<file path="src/camPkg.sv">
// ============================
// Shared widths and enums for the pixel-clock path
// Sample width fixed at the 12-bit D5M sensor depth
// ============================

package camPkg;

  // ============================
  // Data widths
  // ============================

  // Raw sensor sample or one colour channel
  typedef logic [11:0] pixelT;

  // Column or line index
  typedef logic [15:0] coordT;

  // Frames started since reset
  typedef logic [31:0] frameCountT;

  // Part of the frame count shown on the display
  typedef logic [23:0] digitsT;

  // Active low, bit 0 is segment a, bit 6 is segment g
  typedef logic [6:0] segT;

  // ============================
  // Control encodings
  // ============================

  typedef enum logic [1:0] {
    captIdle,
    captArmed,
    captInFrame
  } captureStateT;

  // Code 3 is treated as colour
  typedef enum logic [1:0] {
    viewColor     = 2'd0,
    viewGray      = 2'd1,
    viewThreshold = 2'd2
  } viewModeT;

endpackage
</file>
<file path="src/streamIfs.sv">


// One demosaiced RGB pixel per strobe
interface rgbStreamIf
  import camPkg::*;
();

  pixelT red;
  pixelT green;
  pixelT blue;
  logic  valid;

  modport source (
    output red,
    output green,
    output blue,
    output valid
  );

  modport sink (
    input red,
    input green,
    input blue,
    input valid
  );

endinterface

</file>
<file path="src/viewProcessor.sv">
// ============================
// Colour, gray or binary view, one cycle latency
// viewSelect is taken in the RGB strobe cycle
// ============================

`timescale 1ns/1ps

module viewProcessor
  import camPkg::*;
#(
  parameter int grayThreshold = 2048
)
(
  input  logic     D5M_PIXLCLK,
  input  logic     arstN,
  rgbStreamIf.sink rgb,
  input  viewModeT viewSelect,
  output pixelT    red,
  output pixelT    green,
  output pixelT    blue,
  output logic     outValid
);

  localparam pixelT thresholdLevel = pixelT'(grayThreshold);

  logic [13:0] lumaSum;
  pixelT       gray;
  pixelT       binary;

  // Weights 1:2:1, sum fits in 14 bits
  assign lumaSum = {2'b00, rgb.red} + {1'b0, rgb.green, 1'b0} + {2'b00, rgb.blue};
  assign gray    = lumaSum[13:2];
  assign binary  = {12{gray >= thresholdLevel}};

  always_ff @(posedge D5M_PIXLCLK)
  begin
    if (rgb.valid)
    begin
      case (viewSelect)
        viewGray:
        begin
          red   <= gray;
          green <= gray;
          blue  <= gray;
        end
        viewThreshold:
        begin
          red   <= binary;
          green <= binary;
          blue  <= binary;
        end
        default:
        begin
          red   <= rgb.red;
          green <= rgb.green;
          blue  <= rgb.blue;
        end
      endcase
    end
  end

  always_ff @(posedge D5M_PIXLCLK or negedge arstN)
  begin
    if (!arstN)
      outValid <= 1'b0;
    else
      outValid <= rgb.valid;
  end

endmodule

</file>
<file path="src/flat_wrapper.sv">
// flat-port wrapper written by rule: the top's interface ports become plain ports
module viewProcessor_flat import camPkg::*;
#(
  parameter int grayThreshold = 2048
)
  (D5M_PIXLCLK, arstN, viewSelect, red, green, blue, outValid, rgb_red, rgb_green, rgb_blue, rgb_valid);
  rgbStreamIf rgb_i ();
  input  logic D5M_PIXLCLK;
  input  logic arstN;
  input  viewModeT viewSelect;
  output pixelT red;
  output pixelT green;
  output pixelT blue;
  output logic outValid;
  input wire logic [$bits(rgb_i.red)-1:0] rgb_red;
  input wire logic [$bits(rgb_i.green)-1:0] rgb_green;
  input wire logic [$bits(rgb_i.blue)-1:0] rgb_blue;
  input wire logic [$bits(rgb_i.valid)-1:0] rgb_valid;
  assign rgb_i.red = rgb_red;
  assign rgb_i.green = rgb_green;
  assign rgb_i.blue = rgb_blue;
  assign rgb_i.valid = rgb_valid;
  viewProcessor #(.grayThreshold(grayThreshold)) u_core (.D5M_PIXLCLK(D5M_PIXLCLK), .arstN(arstN), .rgb(rgb_i), .viewSelect(viewSelect), .red(red), .green(green), .blue(blue), .outValid(outValid));
endmodule
</file>
<file path="config.mk">
export PLATFORM = sky130hd
export DESIGN_NAME = viewProcessor_flat
export DESIGN_NICKNAME = d
export VERILOG_FILES = /design/src/camPkg.sv /design/src/streamIfs.sv /design/src/viewProcessor.sv /design/src/flat_wrapper.sv
export SDC_FILE = /design/constraint.sdc
export NUM_CORES = 1
export LEC_CHECK = 0
export BUFFER_PORTS_ARGS = -buffer_cell sky130_fd_sc_hd__buf_4
export CORE_MARGIN = 10
export CORE_UTILIZATION = 55
export CTS_BUF_LIST = sky130_fd_sc_hd__clkbuf_4
export DETAILED_ROUTE_END_ITERATION = 12
export PLACE_DENSITY = 0.85
export SLEW_MARGIN = 40
export SYNTH_ARGS = -nofsm -noshare
export SYNTH_HDL_FRONTEND = slang
export SYNTH_SLANG_ARGS = --single-unit
</file>
<file path="constraint.sdc">
create_clock -name D5M_PIXLCLK -period 0.85 [get_ports D5M_PIXLCLK]
set_clock_uncertainty 0.2 [all_clocks]
set_input_delay 0.085 -clock D5M_PIXLCLK [delete_from_list [all_inputs] [get_ports D5M_PIXLCLK]]
set_output_delay 0.085 -clock D5M_PIXLCLK [all_outputs]
set_load 0.01 [all_outputs]
</file>
Word level (Yosys, flattened, before mapping):

Cells that the tools add are included.
W data, S select, Z words.

* register bits: 37
* input bits: 41
* word-level logic and storage cells: 12

* add/subtract/negate cells: 2
* magnitude comparators: 1
* equal/unequal tests: 2
* mux-type cells: 3

Operators with widths (number)
* $pmux W12 S2: 3
* $add A12 B13 Y14: 1
* $add A14 B12 Y14: 1
* $ge A12 B12 Y1 const B: 1
* $eq A2 B1 Y1 const B: 1
* $eq A2 B2 Y1 const B: 1

Longest topological paths before layout:

* depth in word-level cells: 4
* mapped depth: 10

Least setup slack after synthesis:

OpenSTA, ideal clock, no wires.

* path type: input port to flip-flop
* start: in rgb_blue[1]
* end: reg u_core.blue[9] (data pin)
* setup time: 270 ps
* data arrival time: 2224 ps
* data required time: 380 ps
* setup slack: -1845 ps
* cell stages on the path: 10
* cell sequence: inv_1 fa_1 nand3b_1 fa_1 nand2b_1 a21oi_1 o21ai_1 a211o_1 a21oi_1 a21oi_1

* cells in the longest elaborated chain, start to end: 3

RTL lines
* start: declaration: RTL line flat_wrapper.sv:17 `input wire logic [$bits(rgb_i.blue)-1:0] rgb_blue;`
* $add A14 B12 Y14 (*): RTL line viewProcessor.sv:31 `assign lumaSum = {2'b00, rgb.red} + {1'b0, rgb.green, 1'b0} + {2'b00, rgb.blue};`
* $ge A12 B12 Y1: RTL line viewProcessor.sv:33 `assign binary = {12{gray >= thresholdLevel}};`
* $pmux W12 S2 (*): RTL line viewProcessor.sv:39 `case (viewSelect)`
* end signal: assignment: RTL line viewProcessor.sv:44 `blue <= gray;`
* end signal: assignment: RTL line viewProcessor.sv:50 `blue <= binary;`
* end signal: assignment: RTL line viewProcessor.sv:56 `blue <= rgb.blue;`
* end: declaration: RTL line viewProcessor.sv:20 `output pixelT blue,`

Every way passes the cells marked *; elsewhere a longest branch is shown, timed or not.
A chain may end at the register's enable or synchronous reset.

Worst setup path in the final report:

* start: in rgb_red[8]
* end: reg u_core.green[2] (data pin)

* cells in the longest elaborated chain, start to end: 4

RTL lines
* start: declaration: RTL line flat_wrapper.sv:15 `input wire logic [$bits(rgb_i.red)-1:0] rgb_red;`
* $add A12 B13 Y14: RTL line viewProcessor.sv:31
* $add A14 B12 Y14: RTL line viewProcessor.sv:31
* $ge A12 B12 Y1: RTL line viewProcessor.sv:33
* $pmux W12 S2: RTL line viewProcessor.sv:39
* end signal: assignment: RTL line viewProcessor.sv:43 `green <= gray;`
* end signal: assignment: RTL line viewProcessor.sv:49 `green <= binary;`
* end signal: assignment: RTL line viewProcessor.sv:55 `green <= rgb.green;`
* end: declaration: RTL line viewProcessor.sv:19 `output pixelT green,`

Every way passes these cells.

==> metrics.csv <==
stage;metric;value;unit
final_layout;most common cell after layout, fill and taps aside;buf_4;
yosys;asr flop ratio synth;0.0270;
drt;total iterations of the first detailed-routing run;5;
outcome;status;finished, violations left;
timing;final setup margin;-1770;ps
worst_setup_path;Setup CP Type;in2reg;
clock_tree;CTS Sinks;37;
power;worst vdd ir;1.34;mV
timing;setup_tns;-73270;ps
placement;GP Congestion;0.920;
drt;wire per inst;27.9;um
yosys;Synth warnings;0;
power;power per cell area;1950;mW/mm^2
clock_tree;Post-CTS Hold Buffers;1;
clock_tree;clock root cell;clkbuf_4;
die;chip width;88.1;um
yosys;EDFF count, synth;36;
global_route;first-pass GRT wire length;14100;um
clock_tree;clk slew on worst S/H paths;120;ps
final_layout;final core utilization;0.931;
yosys;register area share after synthesis;0.434;
timing;slew margin rel.;0.635;
drt;Final ANT Viol Nets;0;
timing;Setup Viol. Count Final;73;
global_route;M2 GR Usage;0.418;
yosys;Gate Count Post-Synth;243;
clock_tree;Longest Clk Path Bufs;2;
global_route;grt ovf;0;
global_route;met1 usage;0.238;
die;total die area;0.00776;sq mm
yosys;Yosys cell types;45;
worst_setup_path;Worst Setup End Kind;flip-flop;
clock_tree;CTS buffer count;5;
final_layout;Final Cell Area;0.00411;sq mm
die;die height;88.1;um
drt;initial detailed-routing violation count;432;
global_route;met3 Track Usage GR;0.0557;
final_layout;fraction of layout cells with a size suffix above 1;0.526;
timing;final count of pins violating max slew;0;
worst_setup_path;Worst Path Required;850;ps
die;starting density of the core;0.578;
power;Lkg Pwr;1.78;nW
timing;fmax;382;MHz
drt;vias per cell;6.98;
placement;DPL Wire Length;5600;um
clock_tree;number of H-tree levels;2;
final_layout;Fill cells;132;
die;io pins;78;
timing;clock period minus worst slack;2620;ps
global_route;busiest grt layer;met2;
yosys;Top FF cell, synth;edfxtp_1;
run;number of max-cap violations;0;
global_route;largest net degree at the start of global routing;23;
global_route;initial antenna violation count;0;
drt;vias;2923;
worst_setup_path;Startpoint Class;input pin;
yosys;Avg Synthesized Cell Area;10.5;sq um
die;area of the core;0.00441;sq mm
drt;drt drc;0;
hold_path;worst hold path class;in2async;
placement;DP Cell Count;403;
timing;unrepaired setup endpoints after global routing;yes;
yosys;Mapped Area;0.00255;sq mm
placement;Post-DP Area;0.00352;sq mm
yosys;register bit total from synthesis;37;
worst_setup_path;CP Max Fanout;4;
die;# rows;24;
drt;overall routed net length;11700;um
worst_setup_path;crit path DAT;2620;ps
final_layout;Net count, final;432;
final_layout;antenna cell count;0;
final_layout;Area growth, synth to finish;61.1;%
clock_tree;CTS tree;yes;
timing;worst slew pin tran;545;ps
final_layout;area of the multi-input gates;0.00161;sq mm
final_layout;FF/Latch Area;0.00111;sq mm
final_layout;Final Non-Filler Cells;419;
timing;fin crit share;3.08;
final_layout;most frequent cells in the layout;buf_4, buf_6, edfxtp_1;
yosys;post-synth net total;309;
global_route;vias in the first global route;2815;
placement;IO buf count;77;
timing;Hold Slack;-177;ps
timing;final hold violation count;70;
global_route;GRT Total Usage;0.230;
outcome;violations in the final reports;negative hold slack, negative setup slack;
==> critical path: stages <==
cell,delay [ps]
buf_4,130
fa_1,570
ha_4,340
buf_4,130
nand2_1,120
a21oi_1,370
o21ai_4,150
o211ai_4,210
buf_6,170
a22oi_2,130
a21oi_2,210
==> report_power, final <==
part | internal (mW) | total, mW | switching (mW)
registers | 2.40 | 2.57 | 0.165
clock network | 0.383 | 1.05 | 0.664
logic | 2.10 | 4.41 | 2.31
==> layout make-up <==
cell class	instances	share of cell area
tap	52	0.0158
clock buffer	7	0.0128
multi-input combinational	166	0.392
sequential	37	0.269
inverter	33	0.0332
timing repair buffer	123	0.276
clock inverter	1	0.000914
==> timing repair <==
item / 4_1_cts / 5_1_grt
pin swaps: 23 / 19
endpoints found under the hold margin: 71 / 70
buffers inserted: 3 / 5
endpoints found under the setup margin: 73 / 73
gates resized for setup: 63 / 43
==> registers in the layout (all words and copies together), names as in the netlist <==
| signal | cells |
|---|---|
| u_core.outValid | 1 |
| u_core.red | 12 |
| u_core.blue | 12 |
| u_core.green | 12 |
==> how the worst max path moves through the flow <==
stage                      end   startpoint
2_1_floorplan  u_core.blue[10]  rgb_blue[1]
5_1_grt        u_core.blue[10]   rgb_red[8]
6_report       u_core.green[2]   rgb_red[8]
3_5_place_dp   u_core.green[2]  rgb_blue[8]
4_1_cts        u_core.blue[10]  rgb_blue[1]
3_3_place_gp     u_core.red[2]  rgb_blue[8]
==> metrics by stage <==
stage	setup WS [ps]	total power, mW
5_1_grt	-1820	8.26
3_3_place_gp	-1830	5.44
3_5_place_dp	-1890	5.55
2_1_floorplan	-1630	4.18
6_report	-1770	8.03
4_1_cts	-1420	7.04
==> synth_stat cells (all sizes together) (3+ instances only) <==
master / instances / area share
a21o: 3 / 0.0093
nor2b: 6 / 0.015
nand3: 4 / 0.0079
fa: 12 / 0.094
inv: 33 / 0.049
o21ai: 9 / 0.018
o211ai: 8 / 0.033
or3: 4 / 0.010
nand2: 18 / 0.029
nor2: 10 / 0.015
a22oi: 8 / 0.024
a21oi: 40 / 0.084
edfxtp: 36 / 0.42
clkbuf: 5 / 0.011
nand2b: 7 / 0.017
ha: 13 / 0.064
xnor2: 4 / 0.014
==> cell families after synthesis <==
kind of cell             synth area share
XOR/XNOR                           0.0137
AO/OA/AOI/OAI                       0.210
buffers and inverters              0.0648
flip-flops                          0.434
AND/OR/NAND/NOR                     0.120
adder cells (fa/ha/maj)             0.158
==> metal layers <==
metal  up-vias  part of all wire  routed length (um)
met5         -                 0                   0
met4         0             0.089                1040
met3       139              0.11                1280
met2       325              0.49                5670
met1      1340              0.32                3690
li1       1119                 -                   -
Note: power is estimated with default switching activity, not from simulation.
