--- src/camPkg.sv ---
// ============================
// Shared widths and enums for the pixel-clock path
// Sample width fixed at the 12-bit D5M sensor depth
// ============================

package camPkg;

  // ============================
  // Data widths
  // ============================

  // Raw sensor sample or one colour channel
  typedef logic [11:0] pixelT;

  // Column or line index
  typedef logic [15:0] coordT;

  // Frames started since reset
  typedef logic [31:0] frameCountT;

  // Part of the frame count shown on the display
  typedef logic [23:0] digitsT;

  // Active low, bit 0 is segment a, bit 6 is segment g
  typedef logic [6:0] segT;

  // ============================
  // Control encodings
  // ============================

  typedef enum logic [1:0] {
    captIdle,
    captArmed,
    captInFrame
  } captureStateT;

  // Code 3 is treated as colour
  typedef enum logic [1:0] {
    viewColor     = 2'd0,
    viewGray      = 2'd1,
    viewThreshold = 2'd2
  } viewModeT;

endpackage
--- src/segDisplay.sv ---
// ============================
// Six hex digits, active low segments
// Purely combinational, hex0 is the lowest nibble
// ============================

`timescale 1ns/1ps

module segDisplay
  import camPkg::*;
(
  input  digitsT digits,
  output segT    hex0,
  output segT    hex1,
  output segT    hex2,
  output segT    hex3,
  output segT    hex4,
  output segT    hex5
);

  // Font in g..a order, 0 lights a segment
  function automatic segT segDecode(input logic [3:0] nibble);
    case (nibble)
      4'h0:    segDecode = 7'b1000000;
      4'h1:    segDecode = 7'b1111001;
      4'h2:    segDecode = 7'b0100100;
      4'h3:    segDecode = 7'b0110000;
      4'h4:    segDecode = 7'b0011001;
      4'h5:    segDecode = 7'b0010010;
      4'h6:    segDecode = 7'b0000010;
      4'h7:    segDecode = 7'b1111000;
      4'h8:    segDecode = 7'b0000000;
      4'h9:    segDecode = 7'b0010000;
      4'hA:    segDecode = 7'b0001000;
      4'hB:    segDecode = 7'b0000011;
      4'hC:    segDecode = 7'b1000110;
      4'hD:    segDecode = 7'b0100001;
      4'hE:    segDecode = 7'b0000110;
      default: segDecode = 7'b0001110;
    endcase
  endfunction

  assign hex0 = segDecode(digits[3:0]);
  assign hex1 = segDecode(digits[7:4]);
  assign hex2 = segDecode(digits[11:8]);
  assign hex3 = segDecode(digits[15:12]);
  assign hex4 = segDecode(digits[19:16]);
  assign hex5 = segDecode(digits[23:20]);

endmodule

--- config.mk ---
export PLATFORM = sky130hd
export DESIGN_NAME = segDisplay
export DESIGN_NICKNAME = d
export VERILOG_FILES = /design/src/camPkg.sv /design/src/segDisplay.sv
export SDC_FILE = /design/constraint.sdc
export NUM_CORES = 1
export LEC_CHECK = 0
export ABC_AREA = 1
export BUFFER_PORTS_ARGS = -buffer_cell sky130_fd_sc_hd__buf_2
export CORE_MARGIN = 4
export CORE_UTILIZATION = 47
export DETAILED_ROUTE_END_ITERATION = 7
export MAX_ROUTING_LAYER = met4
export PLACE_DENSITY = 0.81
export SETUP_SLACK_MARGIN = 0.1
export SYNTH_ARGS = -nofsm -noshare
export SYNTH_HDL_FRONTEND = slang
export SYNTH_SLANG_ARGS = --single-unit
--- constraint.sdc ---
create_clock -name vclk -period 0.8
set_input_delay 0.08 -clock vclk [all_inputs]
set_output_delay 0.08 -clock vclk [all_outputs]
set_load 0.02 [all_outputs]
==> results_dict.tcl, run 1 <==
set metrics [dict create \
    synth_seq_area_share 0 \
    postCtsSetupBuffers 3 \
    die_h_um 66.9 \
    error "[ERROR DPL-0038] Utilization greater than 100%, impossible to legalize" \
    synthTopCellsByCount "123 x nand2_1, 54 x nand3_1, 42 x ha_1" \
    rows 21 \
    yosysTopAreaCell "ha_1" \
    synth.avg_cell_area_um2 5.38 \
    synthCells 303 \
    syn_nets 369 \
    dp.cells 437 \
    io_buffer_count 66 \
    ctsHoldBuffers 0 \
    hpwl_um 3710 \
    place.gp.congestion 0.835 \
    cts_resized 314 \
    synth.top_cell.area_share 0.323 \
    placedInstanceArea_um2 2390 \
    yosysMostFrequentCell "nand2_1" \
    last-stage-reached "4_1_cts" \
    synth_area_leaders "ha_1 32%, nand2_1 28%, nand3_1 17%, inv_1 9.2%, o21ai_0 3.4%" \
    initial_core_util 0.488 \
    ioPinCount 66 \
    syn_area_um2 1630 \
    synth_cell_types 13 \
    status "stopped before the end" \
    ys_warn_count 0 \
    fp.dieW_um 66.9 \
]
metrics by stage:
| step | hold slack, ns | utilization | setup WS (ns) |
|---|---|---|---|
| 3_5_place_dp | 0.545 | 0.716 | -0.307 |
| 2_1_floorplan | 0.223 | - | -0.0150 |
| 3_3_place_gp | 0.539 | 0.716 | -0.280 |
cells by family after synthesis:
kind of cell | Yosys count | synth area share
AND/OR/NAND/NOR | 193 | 0.492
adder cells (fa/ha/maj) | 42 | 0.323
AO/OA/AOI/OAI | 15 | 0.0461
buffers and inverters | 53 | 0.140
==> inputs of run 2 (changes only) <==
--- a/config.mk
+++ b/config.mk
@@ -8,11 +8,9 @@
 export ABC_AREA = 1
 export BUFFER_PORTS_ARGS = -buffer_cell sky130_fd_sc_hd__buf_2
 export CORE_MARGIN = 4
-export CORE_UTILIZATION = 47
+export CORE_UTILIZATION = 39
 export DETAILED_ROUTE_END_ITERATION = 7
-export MAX_ROUTING_LAYER = met4
-export PLACE_DENSITY = 0.81
-export SETUP_SLACK_MARGIN = 0.1
+export PLACE_DENSITY_LB_ADDON = 0.15
 export SYNTH_ARGS = -nofsm -noshare
 export SYNTH_HDL_FRONTEND = slang
 export SYNTH_SLANG_ARGS = --single-unit
==> constraint.sdc (replaced) <==
create_clock -name vclk -period 1
set_input_delay 0.1 -clock vclk [all_inputs]
set_output_delay 0.1 -clock vclk [all_outputs]
set_load 0.02 [all_outputs]
==> results_dict.tcl, run 2 <==
set metrics [dict create \
    io_buffer_count 66 \
    syn2layout_area_growth_pct 79.2 \
    synth_seq_area_share 0 \
    die_h_um 72.6 \
    grt_pass1_wl_um 7900 \
    seqCellArea_um2 0 \
    grt_pass1_vias 1914 \
    cellLeakagePower_nw 1.53 \
    final-setup-viol-count 0 \
    yosysTopAreaCell "ha_1" \
    ys_warn_count 0 \
    rows 23 \
    mostFrequentLayoutCells "97 x nand2_1, 39 x nand3_1, 38 x buf_6" \
    place.gp.congestion 0.862 \
    hpwl_um 3440 \
    cp-start-kind "input port" \
    worstSetupPathType "in -> out" \
    final_layout_size_suffix_gt1_frac 0.507 \
    synthTopCellsByCount "123 x nand2_1, 54 x nand3_1, 42 x ha_1" \
    synth_area_leaders "ha_1 32%, nand2_1 28%, nand3_1 17%, inv_1 9.2%, o21ai_0 3.4%" \
    cp.arrival_ns 0.89 \
    fmax_ghz 1.01 \
    drv_slew 0 \
    tightest_slew_ns 0.218 \
    final_common_cell "nand2_1" \
    grt_max_degree 13 \
    ant_nets 0 \
    nets 451 \
    totalWireLength_um 5280 \
    power.total_mw 1.40 \
    avgRoutedWirePerCell_um 12.2 \
    cap_violations 0 \
    synth.avg_cell_area_um2 5.38 \
    fp.dieW_um 72.6 \
    min_path_type "in -> out" \
    num_vias 2140 \
    fin_area_um2 2920 \
    use_met2 0.330 \
    seq_cell_count 0 \
    synth.top_cell.area_share 0.323 \
    drt_iter0_markers 58 \
    use_met1 0.219 \
    met3_usage 0.00826 \
    synthCells 303 \
    ir_drop_mv 0.241 \
    yosysMostFrequentCell "nand2_1" \
    max-slew-margin-rel 0.854 \
    syn_nets 369 \
    crit_required_ns 0.90 \
    viasPerCell 4.94 \
    antenna_found_initial 0 \
    ioPinCount 66 \
    initial_core_util 0.404 \
    cellPowerDensity_nw_per_um2 480 \
    final_util 0.725 \
    synth_cell_types 13 \
    fin_crit_sh 0.989 \
    ctsHoldBuffers 0 \
    hold_ws_ns 0.604 \
    antenna_cells 0 \
    syn_area_um2 1630 \
    critPathMaxFanout 5 \
    hold_path_depth 3 \
    status "finished, final reports clean" \
    cp-end-kind "primary output" \
    drc 0 \
    core-area_um2 4030 \
    gr-total-overflow 0 \
    placedInstanceArea_um2 2140 \
    dr.pass1.iters 5 \
    grt.busiest_layer "met2" \
    rsz0062_at_grt "true" \
    min_period_ns 0.989 \
    n_clock_buffer 0 \
    finalHoldViolations 0 \
    grt_util_all_layers 0.173 \
    die_area_um2 5280 \
]
## run 2: cells by family (layout without fill, tap and decap cells)
logic type | after synthesis | in the layout | share of synthesized area
buffers and inverters | 53 | 133 | 0.140
AO/OA/AOI/OAI | 15 | 15 | 0.0461
adder cells (fa/ha/maj) | 42 | 42 | 0.323
AND/OR/NAND/NOR | 193 | 193 | 0.492
## run 2: what timing repair did
action                                  CTS  global route
gates resized for setup                 115           113
pin swaps                                20            34
endpoints found under the setup margin   35            39
setup buffers                             0             0
## run 2: power breakdown
part / switching [mW] / leakage, nW / internal, mW
combinational: 0.799 / 1.53 / 0.601
clock: 0 / 0 / 0
sequential: 0 / 0 / 0
## run 2: path summary, 6_finish.rpt
path              slack, ns  startpoint      end
hold / removal         0.60  digits[19]  hex4[2]
setup / recovery       0.01   digits[4]  hex1[5]
## run 2: layer usage
layer | vias up | share of wire
met1 | 976 | 0.41
li1 | 1102 | -
met2 | 54 | 0.54
met3 | 8 | 0.041
met5 | - | 0
met4 | 0 | 0.013
## run 2: critical path: stages
cell and delay (ns):
buf_6 0.12, inv_4 0.06, ha_4 0.15, nor2_1 0.09
nor2_1 0.06, nor2_1 0.15, buf_4 0.17
## run 2: layout make-up
type,count,area (um^2)
Fill cell,347,1110
Inverter,43,221
Multi-Input combinational cell,250,1850
Tap cell,50,62.6
Timing Repair Buffer,90,783
## run 2: per-stage QoR
stage | worst slack, ns | TNS (ns) | std cells
after global routing | -0.0371 | -0.253 | 433
after floorplan | 0.101 | 0 | 303
after CTS | -0.0101 | -0.0190 | 433
final | 0.0112 | 0 | 433
after global placement | -0.125 | -1.66 | 433
after detailed placement | -0.152 | -1.80 | 433
No activity file was read; power rests on OpenSTA's default activity.
==> inputs of run 3 (changes only) <==
--- a/config.mk
+++ b/config.mk
@@ -6,11 +6,13 @@
 export NUM_CORES = 1
 export LEC_CHECK = 0
 export ABC_AREA = 1
-export BUFFER_PORTS_ARGS = -buffer_cell sky130_fd_sc_hd__buf_2
 export CORE_MARGIN = 4
 export CORE_UTILIZATION = 39
 export DETAILED_ROUTE_END_ITERATION = 7
+export DONT_BUFFER_PORTS = 1
+export MAX_ROUTING_LAYER = met4
 export PLACE_DENSITY_LB_ADDON = 0.15
+export RECOVER_POWER = 50
 export SYNTH_ARGS = -nofsm -noshare
 export SYNTH_HDL_FRONTEND = slang
 export SYNTH_SLANG_ARGS = --single-unit
==> results_dict.tcl, run 3 (same netlist as run 2, synthesis figures left out) <==
set metrics [dict create \
    cp-start-kind "input port" \
    cp.arrival_ns 0.83 \
    die_h_um 72.6 \
    final_util 0.423 \
    min_period_ns 0.927 \
    antenna_cells 0 \
    min_path_type "in -> out" \
    cp-end-kind "primary output" \
    place.gp.congestion 0.852 \
    fp.dieW_um 72.6 \
    worst_path_largest_cell_delay_ns 0.33 \
    dr.pass1.iters 5 \
    grt_max_degree 13 \
    syn2layout_area_growth_pct 4.69 \
    max-slew-margin-rel 0.832 \
    crit_chain "inv_1 > ha_1 > nand2_1 > nand3_1 > nand2_1" \
    ir_drop_mv 0.153 \
    cellLeakagePower_nw 1.09 \
    antenna_found_initial 0 \
    drc 0 \
    worstSetupPathType "in -> out" \
    fin_area_um2 1710 \
    gr-total-overflow 0 \
    crit_required_ns 0.90 \
    power.total_mw 0.710 \
    final-setup-viol-count 0 \
    finalHoldViolations 0 \
    final_layout_size_suffix_gt1_frac 0.0625 \
    hold_path_depth 2 \
    num_vias 1713 \
    crit_slowest_cell "ha_1" \
    ioPinCount 66 \
    initial_core_util 0.404 \
    seqCellArea_um2 0 \
    cap_violations 0 \
    critPathMaxFanout 5 \
    grt_pass1_wl_um 6240 \
    fin_crit_sh 0.927 \
    final_common_cell "nand2_1" \
    viasPerCell 4.84 \
    status "finished, final reports clean" \
    rows 23 \
    die_area_um2 5280 \
    totalWireLength_um 3830 \
    ant_nets 0 \
    grt_pass1_vias 1437 \
    rsz0062_at_grt "true" \
    drt_iter0_markers 94 \
    fmax_ghz 1.08 \
    n_clock_buffer 0 \
    postCtsSetupBuffers 0 \
    avgRoutedWirePerCell_um 10.8 \
    placedInstanceArea_um2 1710 \
    core-area_um2 4030 \
    cellPowerDensity_nw_per_um2 416 \
    nets 372 \
    crit_path_frequent_cell "nand2_1" \
    drv_slew 0 \
    hpwl_um 3210 \
    seq_cell_count 0 \
    tightest_slew_ns 0.252 \
    cts_resized 0 \
    io_buffer_count 0 \
    mostFrequentLayoutCells "120 x nand2_1, 54 x nand3_1, 42 x ha_1" \
    ctsHoldBuffers 0 \
    grt_util_all_layers 0.142 \
]
-- run 3: changes by cell type in the layout (fill, tap and decap cells not counted), sizes merged --
cell,change
buf,-80
clkbuf,+1
-- run 3: report_power, final --
part / switching, mW / internal (mW)
Combinational: 0.499 / 0.211
Clock: 0 / 0
Sequential: 0 / 0
Total: 0.499 / 0.211
-- run 3: final timing paths --
path / end / from
worst max-delay path: hex2[3] / digits[8]
worst min-delay path: hex0[3] / digits[3]
-- run 3: critical path: cells and delay by family --
| family | cells | cell delay [ns] |
|---|---|---|
| and+or+nand+nor | 3 | 0.32 |
| buffers and inverters | 1 | 0.07 |
| adders and majority gates | 1 | 0.33 |
-- run 3: routing by layer --
layer	routed length (um)	global-route usage	vias up
li1	-	-	942
met5	0	-	-
met4	0	0	0
met1	1810	0.199	728
met2	1760	0.229	43
met3	257	0.0193	0
-- run 3: stage by stage --
step	hold WS (ns)	std cells	setup slack, ns	TNS (ns)
after global routing	0.363	354	-0.00163	-0.00163
after floorplan	0.345	303	0.101	0
final	0.352	354	0.0731	0
after CTS	0.381	354	0.0405	0
after detailed placement	0.381	354	0.0415	0
after global placement	0.380	354	0.0461	0
-- run 3: final cells by class --
type                            instances  area (um^2)
Multi-Input combinational cell        250         1410
Fill cell                             465         2320
Timing Repair Buffer                   11         72.6
Inverter                               43          161
Tap cell                               50         62.6
==> inputs of run 4 (changes only) <==
--- a/config.mk
+++ b/config.mk
@@ -6,7 +6,6 @@
 export NUM_CORES = 1
 export LEC_CHECK = 0
 export ABC_AREA = 1
-export CORE_MARGIN = 4
 export CORE_UTILIZATION = 39
 export DETAILED_ROUTE_END_ITERATION = 7
 export DONT_BUFFER_PORTS = 1
==> results_dict.tcl, run 4 (same netlist as run 2, synthesis figures left out) <==
set metrics [dict create \
    status "finished, final reports clean" \
    final_common_cell "nand2_1" \
    cp.arrival_ns 0.83 \
    ctsHoldBuffers 0 \
    nets 372 \
    viasPerCell 4.82 \
    ant_nets 0 \
    ir_drop_mv 0.179 \
    rows 23 \
    cellLeakagePower_nw 1.09 \
    final_util 0.432 \
    min_period_ns 0.926 \
    core-area_um2 4000 \
    die_h_um 66.6 \
    drv_slew 0 \
    worstSetupPathType "in -> out" \
    io_buffer_count 0 \
    max-slew-margin-rel 0.838 \
    grt_pass1_vias 1363 \
    crit_family "simple AND/OR/NAND/NOR gates" \
    cap_violations 0 \
    totalWireLength_um 3570 \
    crit_slowest_cell "ha_1" \
    seqCellArea_um2 0 \
    crit_chain "inv_1 > ha_1 > nand2_1 > nand3_1 > nand2_1" \
    gr-total-overflow 0 \
    num_vias 1706 \
    drt-met1-wl_um 1840 \
    crit_path_frequent_cell "nand2_1" \
    grt_util_all_layers 0.160 \
    setup_slack_ns 0.0736 \
    antenna_found_initial 0 \
    hold_ws_ns 0.351 \
    seq_cell_count 0 \
    place.gp.congestion 0.793 \
    cellPowerDensity_nw_per_um2 412 \
    dr.pass1.iters 4 \
    fin_crit_sh 0.926 \
    critPathMaxFanout 5 \
    met3_length_um 179 \
    n_clock_buffer 0 \
    antenna_cells 0 \
    postCtsSetupBuffers 0 \
    fp.dieW_um 66.6 \
    min_path_type "in -> out" \
    fmax_ghz 1.08 \
    nFillCells 445 \
    drt_iter0_markers 73 \
    mostFrequentLayoutCells "119 x nand2_1, 54 x nand3_1, 41 x ha_1" \
    tightest_slew_ns 0.243 \
    final-setup-viol-count 0 \
    finalHoldViolations 0 \
    die_area_um2 4440 \
    wl_met2_um 1550 \
    multiInputGateArea_um2 1420 \
    worst_path_largest_cell_delay_ns 0.27 \
    cp-end-kind "primary output" \
    crit_required_ns 0.90 \
    grt_pass1_wl_um 5790 \
    final_layout_size_suffix_gt1_frac 0.0724 \
    top_layer "met3" \
    initial_core_util 0.407 \
    cts_resized 0 \
    ioPinCount 66 \
    hpwl_um 2910 \
    place_worst_setup_slack_ns 0.0371 \
    grt_max_degree 13 \
    cp-start-kind "input port" \
    syn2layout_area_growth_pct 5.99 \
    path_buf_inv 1 \
    avgRoutedWirePerCell_um 10.1 \
    drc 0 \
]
[run 4: cell count changes in the layout (fill, tap and decap cells not counted), sizes merged]
| cell | delta |
|---|---|
| buf | +1 |
| clkbuf | -1 |
| clkinvlp | +1 |
| inv | -1 |
[run 4: metrics by stage]
stage          area, um^2  power (mW)  cells  TNS (ns)
2_1_floorplan        1630       0.637    303         0
3_3_place_gp         1710       0.710    354         0
3_5_place_dp         1710       0.706    354         0
4_1_cts              1710       0.708    354         0
5_1_grt              1730       0.808    354  -0.00818
6_report             1730       0.712    354         0
[run 4: path summary, 6_finish.rpt]
kind	start	depth (start not counted)	end	slack (ns)
worst max-delay path	digits[9]	5	hex2[3]	0.07
worst min-delay path	digits[23]	2	hex5[3]	0.35
[run 4: layout make-up]
class,count,share of cell area
Multi-Input combinational cell,250,0.825
Timing Repair Buffer,11,0.0435
Tap cell,50,0.0362
Inverter,43,0.0957
[run 4: routing by layer]
layer  GRT usage  vias to the layer above
met1       0.243                      732
li1            -                      940
met4           0                        0
met5           -                        -
met3      0.0103                        0
met2       0.241                       34
[run 4: where the power goes]
| group | switching [mW] | internal [mW] |
|---|---|---|
| registers | 0 | 0 |
| logic | 0.495 | 0.217 |
| clock network | 0 | 0 |
| total | 0.495 | 0.217 |
