`config.mk`:
```
export PLATFORM = sky130hd
export DESIGN_NAME = sensorCapture_flat
export DESIGN_NICKNAME = d
export VERILOG_FILES = /design/src/camPkg.sv /design/src/streamIfs.sv /design/src/sensorCapture.sv /design/src/flat_wrapper.sv
export SDC_FILE = /design/constraint.sdc
export NUM_CORES = 1
export LEC_CHECK = 0
export BUFFER_PORTS_ARGS = -buffer_cell sky130_fd_sc_hd__buf_2
export CAP_MARGIN = 20
export CORE_UTILIZATION = 60
export DETAILED_ROUTE_END_ITERATION = 12
export HOLD_SLACK_MARGIN = 0.03
export PLACE_DENSITY = 0.85
export SLEW_MARGIN = 20
export SYNTH_ARGS = -nofsm -noshare
export SYNTH_HDL_FRONTEND = slang
export SYNTH_SLANG_ARGS = --single-unit
```
`constraint.sdc`:
```
create_clock -name D5M_PIXLCLK -period 5.7 [get_ports D5M_PIXLCLK]
set_input_delay 0 -clock D5M_PIXLCLK [delete_from_list [all_inputs] [get_ports D5M_PIXLCLK]]
set_output_delay 0 -clock D5M_PIXLCLK [all_outputs]
set_load 0.005 [all_outputs]
```
`src/camPkg.sv`:
```
// ============================
// Shared widths and enums for the pixel-clock path
// Sample width fixed at the 12-bit D5M sensor depth
// ============================

package camPkg;

  // ============================
  // Data widths
  // ============================

  // Raw sensor sample or one colour channel
  typedef logic [11:0] pixelT;

  // Column or line index
  typedef logic [15:0] coordT;

  // Frames started since reset
  typedef logic [31:0] frameCountT;

  // Part of the frame count shown on the display
  typedef logic [23:0] digitsT;

  // Active low, bit 0 is segment a, bit 6 is segment g
  typedef logic [6:0] segT;

  // ============================
  // Control encodings
  // ============================

  typedef enum logic [1:0] {
    captIdle,
    captArmed,
    captInFrame
  } captureStateT;

  // Code 3 is treated as colour
  typedef enum logic [1:0] {
    viewColor     = 2'd0,
    viewGray      = 2'd1,
    viewThreshold = 2'd2
  } viewModeT;

endpackage
```
`src/streamIfs.sv`:
```
// ============================
// Stream interfaces between capture, demosaic and view stages
// valid is a single-cycle strobe, no back-pressure exists
// ============================

`timescale 1ns/1ps

// Raw Bayer samples with their position in the frame
interface pixelStreamIf
  import camPkg::*;
();

  pixelT data;
  logic  valid;
  coordT x;
  coordT y;

  modport source (
    output data,
    output valid,
    output x,
    output y
  );

  modport sink (
    input data,
    input valid,
    input x,
    input y
  );

endinterface


```
`src/sensorCapture.sv`:
```
// ============================
// D5M capture, two cycles from pins to stream valid
// Capture starts only on startReq, never on its own
// Every line must carry the same number of samples
// ============================

`timescale 1ns/1ps

module sensorCapture
  import camPkg::*;
(
  input  logic         D5M_PIXLCLK,
  input  logic         arstN,
  input  pixelT        pixelIn,
  input  logic         fval,
  input  logic         lval,
  input  logic         startReq,
  input  logic         endReq,
  output frameCountT   frameCount,
  pixelStreamIf.source pix
);

  pixelT        dataReg;
  logic         fvalReg;
  logic         lvalReg;
  logic         fvalPrev;
  logic         lvalPrev;
  captureStateT state;
  logic         stopFlag;
  coordT        xCnt;
  coordT        yCnt;

  logic fvalRise;
  logic fvalFall;
  logic lvalFall;
  logic frameStart;
  logic sampleValid;

  // ============================
  // Sensor bus input register
  // ============================

  always_ff @(posedge D5M_PIXLCLK)
  begin
    dataReg <= pixelIn;
  end

  always_ff @(posedge D5M_PIXLCLK or negedge arstN)
  begin
    if (!arstN)
    begin
      fvalReg  <= 1'b0;
      lvalReg  <= 1'b0;
      fvalPrev <= 1'b0;
      lvalPrev <= 1'b0;
    end
    else
    begin
      fvalReg  <= fval;
      lvalReg  <= lval;
      fvalPrev <= fvalReg;
      lvalPrev <= lvalReg;
    end
  end

  assign fvalRise = fvalReg & ~fvalPrev;
  assign fvalFall = ~fvalReg & fvalPrev;
  assign lvalFall = ~lvalReg & lvalPrev;

  // A sample on the very first frame cycle is kept too
  assign frameStart  = (state == captArmed) && fvalRise;
  assign sampleValid = ((state == captInFrame) || frameStart) && fvalReg && lvalReg;

  // ============================
  // Start and stop control
  // ============================

  always_ff @(posedge D5M_PIXLCLK or negedge arstN)
  begin
    if (!arstN)
    begin
      state    <= captIdle;
      stopFlag <= 1'b0;
    end
    else
    begin
      case (state)
        captIdle:    if (startReq) state <= captArmed;
        captArmed:   if (fvalRise) state <= captInFrame;
        captInFrame: if (fvalFall) state <= stopFlag ? captIdle : captArmed;
        default:     state <= captIdle;
      endcase
      // Stop request waits for the end of the running frame
      if (endReq)
        stopFlag <= 1'b1;
      else if ((state == captInFrame && fvalFall) || (state == captIdle && startReq))
        stopFlag <= 1'b0;
    end
  end

  // ============================
  // Position and frame counters
  // ============================

  always_ff @(posedge D5M_PIXLCLK or negedge arstN)
  begin
    if (!arstN)
    begin
      frameCount <= '0;
      xCnt       <= '0;
      yCnt       <= '0;
    end
    else if (frameStart)
    begin
      frameCount <= frameCount + 1'b1;
      xCnt       <= coordT'(sampleValid);
      yCnt       <= '0;
    end
    else if (state == captInFrame)
    begin
      if (lvalFall)
      begin
        xCnt <= '0;
        yCnt <= yCnt + 1'b1;
      end
      else if (sampleValid)
        xCnt <= xCnt + 1'b1;
    end
  end

  // Stream output register
  always_ff @(posedge D5M_PIXLCLK)
  begin
    if (sampleValid)
      pix.data <= dataReg;
  end

  always_ff @(posedge D5M_PIXLCLK or negedge arstN)
  begin
    if (!arstN)
    begin
      pix.valid <= 1'b0;
      pix.x     <= '0;
      pix.y     <= '0;
    end
    else
    begin
      pix.valid <= sampleValid;
      if (sampleValid)
      begin
        pix.x <= frameStart ? '0 : xCnt;
        pix.y <= frameStart ? '0 : yCnt;
      end
    end
  end

endmodule

```
`src/flat_wrapper.sv`:
```
// flat-port wrapper written by rule: the top's interface ports become plain ports
module sensorCapture_flat import camPkg::*;
  (D5M_PIXLCLK, arstN, pixelIn, fval, lval, startReq, endReq, frameCount, pix_data, pix_valid, pix_x, pix_y);
  pixelStreamIf pix_i ();
  input  logic D5M_PIXLCLK;
  input  logic arstN;
  input  pixelT pixelIn;
  input  logic fval;
  input  logic lval;
  input  logic startReq;
  input  logic endReq;
  output frameCountT frameCount;
  output wire logic [$bits(pix_i.data)-1:0] pix_data;
  output wire logic [$bits(pix_i.valid)-1:0] pix_valid;
  output wire logic [$bits(pix_i.x)-1:0] pix_x;
  output wire logic [$bits(pix_i.y)-1:0] pix_y;
  assign pix_data = pix_i.data;
  assign pix_valid = pix_i.valid;
  assign pix_x = pix_i.x;
  assign pix_y = pix_i.y;
  sensorCapture u_core (.D5M_PIXLCLK(D5M_PIXLCLK), .arstN(arstN), .pixelIn(pixelIn), .fval(fval), .lval(lval), .startReq(startReq), .endReq(endReq), .frameCount(frameCount), .pix(pix_i));
endmodule
```
After elaboration in Yosys (flattened, before gate mapping)
Cells that the tools add are included.
Widths: inputs -> output; s select.
Operators by class
  multiply operators: 0
  multiplexer cells: 16
  shift operators: 0
  bitwise gates (word level): 6
  reduce and logical (&&, ||, !) cells: 15
  magnitude comparators: 0
  $add $sub $neg: 3
  eq/ne operators: 5
  div/mod/pow operators: 0
Operators by type and width (count)
  $mux 16: 9
  $add 16x1->16 const B: 2
  $add 32x1->32 const B: 1
  $mux 2: 3
  $pmux 2 s3: 1
  $reduce_bool 2->1: 3
  $logic_and 1x1->1: 5
  $ne 2x1->1 const B: 2
  $reduce_and 2->1: 2
  $and 1x1->1: 3
  $mux 1: 3
  $not 1->1: 3
  $reduce_and 3->1: 1
  $reduce_bool 3->1: 1
  $eq 2x1->1 const B: 1
  $eq 2x2->1 const B: 1
  $logic_not 2->1: 1
  $logic_or 1x1->1: 2
  $ne 2x2->1 const B: 1
Word-level totals
  output and inout bits: 77
  word-level logic and storage cells: 59
  memories: 0
  bits of input ports: 18
  bits in writable memories: 0
  register bits after elaboration: 128
  ROM bits: 0
  bits in latches: 0

Longest topological paths before layout
Gate-level depths: netlist of run 1.
  depth in word-level cells: 10
  gate-level depth with buffers: 8
  depth with buffers taken out: 5

Worst setup path before layout of run 1
OpenSTA, ideal clock, no wires.
  path kind: reg-to-reg
  start point: reg u_core.state[1]
  end point: reg u_core.pix.data[0] (enable)
  data arrival time: 1.651 ns
  cell stages (with the launch flop): 7
  library setup time: 0.347 ns
  path slack: 3.701 ns
  required time: 5.353 ns
  clock period less this slack: 1.999 ns
  cells stage by stage: dfrtp_1 > buf_2 > or3b_1 > a21o_1 > buf_6 > clkbuf_1 > inv_1
Between the ends
  longest elaborated chain between the ends: 5
RTL lines
  start: declaration: RTL line sensorCapture.sv:28  | captureStateT state;
  start signal: assignment: RTL line sensorCapture.sv:82  | state <= captIdle;
  start signal: assignment: RTL line sensorCapture.sv:88  | captIdle: if (startReq) state <= captArmed;
  start signal: assignment: RTL line sensorCapture.sv:89  | captArmed: if (fvalRise) state <= captInFrame;
  $eq 2x1->1: RTL line sensorCapture.sv:71  | assign frameStart = (state == captArmed) && fvalRise;
  $logic_and 1x1->1: RTL line sensorCapture.sv:71
  $logic_or 1x1->1 (*): RTL line sensorCapture.sv:72  | assign sampleValid = ((state == captInFrame) || frameStart) && fvalReg && lvalReg;
  $logic_and 1x1->1 (*) (2 in a row): RTL line sensorCapture.sv:72
  net u_core.sampleValid: RTL line sensorCapture.sv:37  | logic sampleValid;
  end signal: assignment: RTL line sensorCapture.sv:135  | pix.data <= dataReg;
  end: declaration: RTL line streamIfs.sv:19  | output data,
The timed path passes the listed nets; every way through them passes the cells marked *.
A chain may end at the register's enable or synchronous reset.

Final worst setup path of run 1
  start point: reg u_core.state[1]
  end point: reg u_core.xCnt[8]
Between the ends
  longest elaborated chain between the ends: 7
RTL lines
  $eq 2x1->1: RTL line sensorCapture.sv:71
  $logic_and 1x1->1: RTL line sensorCapture.sv:71
  $logic_or 1x1->1: RTL line sensorCapture.sv:72
  $logic_and 1x1->1 (2 in a row): RTL line sensorCapture.sv:72
  $reduce_bool 3->1 (no source line)
  $reduce_and 2->1 (no source line)
  end signal: assignment: RTL line sensorCapture.sv:116  | xCnt <= coordT'(sampleValid);
  end signal: assignment: RTL line sensorCapture.sv:127  | xCnt <= xCnt + 1'b1;
  end: declaration: RTL line sensorCapture.sv:30  | coordT xCnt;
Parallel ways exist; a longest one is shown, timed or not.

==> results of run 1 <==
==> how the worst max path moves through the flow <==
stage,cells after the start,from,endpoint,slack [ns]
finish,5,u_core.state[1],u_core.xCnt[8],3.11
global route,5,u_core.state[1],u_core.xCnt[8],2.93
floorplan,6,u_core.state[1],u_core.pix.data[0],3.70
global placement,5,u_core.state[1],u_core.xCnt[8],3.27
CTS,5,u_core.state[1],u_core.xCnt[8],3.12
detailed placement,5,u_core.state[1],u_core.xCnt[8],3.20
==> cells in the final DEF, fill, tap and decap left out, types with 3 or more instances in the layout <==
| cell type | n |
|---|---|
| nor2_1 | 23 |
| a22o_1 | 6 |
| nand2_1 | 89 |
| mux2i_1 | 3 |
| o21ai_0 | 50 |
| a21oi_1 | 8 |
| and3_1 | 8 |
| or4_1 | 5 |
| inv_1 | 8 |
| xor2_1 | 15 |
| and4_1 | 6 |
| nand3_1 | 23 |
| buf_4 | 4 |
| dfrtp_1 | 104 |
| xnor2_1 | 22 |
| clkinvlp_4 | 5 |
| a211oi_1 | 5 |
| buf_2 | 93 |
| a21o_1 | 6 |
| dlygate4sd3_1 | 18 |
| nand4_1 | 17 |
| edfxtp_1 | 12 |
| bufinv_16 | 3 |
| ha_1 | 3 |
| clkbuf_16 | 16 |
| nor3_1 | 16 |
| clkinv_4 | 3 |
| dfxtp_1 | 12 |
| o31ai_1 | 3 |
| nand2b_1 | 3 |
| or3_1 | 5 |
==> sequential cells by signal, summed over array words and instances (netlist names), 2 cells and up <==
register / flops
u_core.yCnt: 16
u_core.dataReg: 12
u_core.pix.y: 16
u_core.pix.x: 16
u_core.pix.data: 12
u_core.state: 2
u_core.frameCount: 32
u_core.xCnt: 16
==> report_power, final <==
part / switching, mW / internal, mW / total, mW
Sequential: 0.0759 / 0.982 / 1.06
Combinational: 0.148 / 0.100 / 0.248
Clock: 0.400 / 0.664 / 1.06
==> cell type report <==
class	count	area, sq um
Clock buffer	18	418
Clock inverter	14	168
Fill cell	541	2010
Inverter	8	30.0
Multi-Input combinational cell	347	2030
Sequential cell	128	3200
Tap cell	108	135
Timing Repair Buffer	116	687
==> per-stage QoR <==
step	hold slack, ns	power (mW)
finish	0.0151	2.37
global route	0.0828	2.47
CTS	0.0308	2.38
detailed placement	0.0418	1.30
global placement	0.0273	1.28
floorplan	-0.296	1.19
==> metal layers <==
metal  wire (um)  global-route usage  vias up
met3         718              0.0743       23
met5           0                   0        -
met2        6380               0.482      167
li1            -                   -     2032
met1        5020               0.346     2113
met4         247               0.131        0
==> cell families after synthesis <==
group           share of synthesized area
simple gates                        0.193
fa+ha+maj                         0.00702
buf+inv                            0.0253
compound gates                      0.110
mux                               0.00561
flops                               0.599
xor+xnor                           0.0606
==> flow_metrics.tcl, run 1 <==
set metrics [dict create \
    yosysMostFrequentCell "dfrtp_1" \
    synth_edf_count 12 \
    fin_area_sq_um 6670 \
    tightest_slew_ns 0.746 \
    routed_via_density 5.87 \
    wl_per_cell_um 16.7 \
    syn_area_sq_um 5350 \
    hold_viol 0 \
    areaGrowthSynthToFinish_pct 24.7 \
    max_freq_ghz 0.386 \
    cts_buffers 17 \
    critPathKind "reg -> reg" \
    async_flop_share 0.813 \
    clock_path_buffers 2 \
    peakVddDrop_uv 204 \
    slew_headroom 0.502 \
    reg2regPathDepth 5 \
    cp-start-kind "flop" \
    start_util 0.616 \
    yosys_register_bits 128 \
    hp-class "in -> async" \
    cp.required_ns 6.13 \
    worstPathCellList "or3b_1 > a21o_1 > buf_4 > or4_1 > a21oi_1" \
    critPathMaxStageDelay_ns 0.56 \
    dieArea_sq_um 9300 \
    r2r_start "u_core.state[1]" \
    coreArea_sq_um 8680 \
    fp-row-count 34 \
    drive_above_1_share 0.211 \
    fin_ws_ns 3.11 \
    powerDensity_nw_per_um2 355 \
    final_core_utilization 0.769 \
    synth.distinct_cells 49 \
    syn_inst 507 \
    syn_area_per_cell_sq_um 10.6 \
    remaining_drc_errors 0 \
    fin_cells 739 \
    endpoint_kind "flop" \
    path_max_fanout 36 \
    slowest_stage "or4_1" \
    period_needed_ns 2.59 \
    gr-usage-all-layers 0.286 \
    ctsHoldBuffers 18 \
    cts_tree "built" \
    p_leak_nw 3.13 \
    die_w_um 96.4 \
    yosysTopAreaCell "dfrtp_1" \
    fin_worst_skew_ns 0.00775 \
    antenna_cells 0 \
    synth_area_leaders "dfrtp_1 (49%), edfxtp_1 (6.7%), nand2_1 (6.2%)" \
    cap_violations 0 \
    reg2reg_slack_ns 3.11 \
    die_h_um 96.4 \
    drv_slew 0 \
    syn_nets 528 \
    drtAntennaViolNets 0 \
    synth_top_area_frac 0.486 \
    htree_levels 4 \
    tns_ns 0 \
    routed_wl_um 12400 \
    grt_max_degree 60 \
    cts_setup_buffers 0 \
    fin_crit_sh 0.455 \
    placed_area_sq_um 5900 \
    cts_resized 0 \
    antenna_found_initial 0 \
    rsz0062_at_grt "false" \
    grt-ovfl-total 0 \
    num_vias 4335 \
    grt_pass1_vias 4165 \
    crit_family "simple AND/OR/NAND/NOR gates" \
    firstDrtPassIters 7 \
    synthTopCellsByCount "dfrtp_1 (104), nand2_1 (89), o21ai_0 (50)" \
    arrival_ns 3.03 \
    critPathBufInv 1 \
    rr_endpoint "u_core.xCnt[8]" \
    dpl.cell_count 688 \
    grt_pass1_wl_um 19700 \
    gp_congestion 0.825 \
    nets 639 \
    hpwl_um 7800 \
    drt_iter0_drc 296 \
    clk_pin_slew_ns 0.06 \
    synth_flop_cell "dfrtp_1" \
    clock-sinks 128 \
    run_status "completed" \
    setup_viol 0 \
    place_ws_ns 3.20 \
    portBuffers 94 \
    yosys_warnings 0 \
    clkLatencyLatePin_ns 0.52 \
    seq_area_frac_synth 0.599 \
    ios 95 \
    cts-root-buf "clkbuf_8" \
]
No activity file was read; power rests on OpenSTA's default activity.
==> run 2: changes to the inputs <==
--- a/config.mk
+++ b/config.mk
@@ -5,12 +5,13 @@
 export SDC_FILE = /design/constraint.sdc
 export NUM_CORES = 1
 export LEC_CHECK = 0
+export ABC_AREA = 1
 export BUFFER_PORTS_ARGS = -buffer_cell sky130_fd_sc_hd__buf_2
 export CAP_MARGIN = 20
-export CORE_UTILIZATION = 60
+export CORE_UTILIZATION = 56
 export DETAILED_ROUTE_END_ITERATION = 12
 export HOLD_SLACK_MARGIN = 0.03
-export PLACE_DENSITY = 0.85
+export PLACE_DENSITY = 0.79
 export SLEW_MARGIN = 20
 export SYNTH_ARGS = -nofsm -noshare
 export SYNTH_HDL_FRONTEND = slang
==> constraint.sdc (replaced) <==
create_clock -name D5M_PIXLCLK -period 2.57 [get_ports D5M_PIXLCLK]
set_input_delay 0 -clock D5M_PIXLCLK [delete_from_list [all_inputs] [get_ports D5M_PIXLCLK]]
set_output_delay 0 -clock D5M_PIXLCLK [all_outputs]
set_load 0.005 [all_outputs]
==> run 2 against run 1 <==
  * Synthesized cell count up 31%
  * Fmax rose by 25%
  * Critical path depth is 2 higher
  * Power grew 120%
  * Sequential share of layout area fell by 3.1 points
  * Critical path type unchanged
==> flow_metrics.tcl, run 2 <==
set metrics [dict create \
    routed_via_density 5.31 \
    seq_area_frac_synth 0.559 \
    synth_top_area_frac 0.454 \
    met2WireLength_um 5880 \
    ios 95 \
    slew_headroom 0.540 \
    fin_area_sq_um 7130 \
    cts_buffers 17 \
    p_switching_mw 1.35 \
    cts_resized 0 \
    path_max_fanout 22 \
    rsz0062_at_grt "false" \
    drtAntennaViolNets 0 \
    fin_cells 932 \
    remaining_drc_errors 0 \
    m1WireLength_um 5600 \
    wl_per_cell_um 13.4 \
    die_h_um 103 \
    tightest_slew_ns 0.687 \
    yosysTopAreaCell "dfrtp_1" \
    synthTopCellsByCount "nand2_1 (198), dfrtp_1 (104), inv_1 (76)" \
    yosys_warnings 0 \
    cp.required_ns 2.94 \
    syn_area_sq_um 5730 \
    num_vias 4951 \
    drv_slew 0 \
    pwr-share-comb 0.113 \
    grt-ovfl-total 0 \
    antenna_found_initial 0 \
    rr_endpoint "u_core.xCnt[7]" \
    yosysMostFrequentCell "nand2_1" \
    routed_wl_um 12500 \
    start_util 0.581 \
    grt_pass1_wl_um 20900 \
    setup_viol 0 \
    run_status "completed" \
    placed_area_sq_um 6360 \
    fill_cells 743 \
    clock_path_buffers 2 \
    die_w_um 103 \
    reg2regPathDepth 7 \
    fin_worst_skew_ns 0.00533 \
    swShare 0.260 \
    final_cell_mix "nand2_1 (197), dfrtp_1 (104), buf_2 (93)" \
    nets 807 \
    dieArea_sq_um 10600 \
    syn_area_per_cell_sq_um 8.60 \
    syn_inst 666 \
    synth.distinct_cells 29 \
    cts_setup_buffers 0 \
    synth_edf_count 12 \
    hold_viol 0 \
    portBuffers 94 \
    areaGrowthSynthToFinish_pct 24.3 \
    firstDrtPassIters 5 \
    dpl.cell_count 882 \
    clock-sinks 128 \
    pwr-share-clk 0.451 \
    arrival_ns 2.44 \
    fp-row-count 36 \
    synth_flop_cell "dfrtp_1" \
    drt_iter0_drc 347 \
    power_frac_seq 0.437 \
    coreArea_sq_um 9860 \
    powerDensity_nw_per_um2 730 \
    peakVddDrop_uv 472 \
    cap_violations 0 \
    clk_pin_slew_ns 0.06 \
    syn_nets 687 \
    max_freq_ghz 0.483 \
    yosys_register_bits 128 \
    largest_reg_flops 32 \
    cts-root-buf "clkbuf_8" \
    hpwl_um 8780 \
    gr-usage-all-layers 0.258 \
    synth_area_leaders "dfrtp_1 (45%), nand2_1 (13%), edfxtp_1 (6.3%)" \
    routed-wl-met3_um 868 \
    period_needed_ns 2.07 \
    top_register "u_core.frameCount" \
    grt_max_degree 58 \
    antenna_cells 0 \
    reg2reg_slack_ns 0.50 \
    cp-start-kind "flop" \
    async_flop_share 0.813 \
    mostFrequentLayoutCell "nand2_1" \
    final_core_utilization 0.722 \
    p_leak_nw 3.57 \
    gp_congestion 0.858 \
    critPathKind "reg -> reg" \
    hp-class "in -> async" \
    drive_above_1_share 0.179 \
    clkLatencyLatePin_ns 0.52 \
    fin_crit_sh 0.806 \
    grt_pass1_vias 4578 \
    routed.top_layer "met4" \
    intPower_mw 3.85 \
    cts_tree "built" \
    r2r_start "u_core.state[0]" \
    tns_ns 0 \
    endpoint_kind "flop" \
    htree_levels 4 \
]
==> run 2: cell count changes after synthesis, moves of 7 or more <==
cell,change
nand3_1,+15
inv_1,+68
clkbuf_1,-9
a21oi_1,+8
and3_1,-8
nand4_1,+7
o31ai_1,+23
o21ai_0,-30
nor2_1,+39
xnor2_1,-11
nand2_1,+109
==> run 2: cells by family (layout without fill, tap and decap cells) <==
group                      after synthesis  after routing  synth area share
AOI/OAI and AO/OA                       69             69            0.0762
xor gates and xnor gates                23             23            0.0352
adders and majority gates                3              3           0.00655
buffers and inverters                   96            229            0.0659
DFF                                    128            128             0.559
and+or+nand+nor                        347            347             0.257
==> run 2: critical path, cell delays in order (launching register included) <==
cell and delay (ns):
dfrtp_1 0.42, inv_2 0.10, nor2_2 0.04, nand2_1 0.21
buf_4 0.33, a21oi_4 0.09, nor2_1 0.54, o21ai_0 0.19
==> run 2: how the worst max path moves through the flow <==
stage | startpoint | to | slack, ns | depth (start not counted)
CTS | u_core.state[0] | u_core.xCnt[7] | 0.51 | 7
global placement | u_core.state[0] | u_core.xCnt[7] | 0.59 | 7
floorplan | u_core.state[1] | u_core.xCnt[3] | 0.93 | 8
global route | u_core.fvalReg | u_core.xCnt[7] | 0.31 | 7
finish | u_core.state[0] | u_core.xCnt[7] | 0.50 | 7
detailed placement | u_core.state[0] | u_core.xCnt[7] | 0.52 | 7
==> run 2: what timing repair did <==
item                                    CTS  global route
endpoints found under the hold margin   120             0
hold buffers                             18             0
endpoints found under the setup margin    0             0
==> run 2: stage by stage <==
step           hold slack (ns)  worst slack (ns)  total power [mW]
2_1_floorplan           -0.296             0.934              2.64
3_3_place_gp            0.0468             0.587              2.83
3_5_place_dp            0.0526             0.516              2.86
4_1_cts                 0.0474             0.508              5.23
5_1_grt                 0.0964             0.315              5.42
6_report                0.0363             0.498              5.20
==> run 2: layer usage <==
metal,vias to the layer above,GRT usage
li1,2404,-
met2,185,0.408
met5,-,0
met4,0,0.0997
met3,23,0.0705
met1,2339,0.339
==> run 2: power by group through the flow <==
| stage | Sequential [mW] | Clock [mW] | Combinational, mW |
|---|---|---|---|
| 6_report | 2.27 | 2.34 | 0.586 |
| 3_3_place_gp | 2.29 | 0 | 0.538 |
| 2_1_floorplan | 2.29 | 0 | 0.347 |
| 4_1_cts | 2.27 | 2.37 | 0.594 |
| 5_1_grt | 2.28 | 2.47 | 0.668 |
| 3_5_place_dp | 2.30 | 0 | 0.555 |
==> run 2: area by class of cell <==
type,instances,area [sq um],area share
multi-input cells,442,2150,0.302
flip-flops and latches,128,3200,0.450
inverters,79,297,0.0416
clock inverters,14,166,0.0234
well taps,133,166,0.0234
clock buffers,18,418,0.0586
repair buffers,118,723,0.101
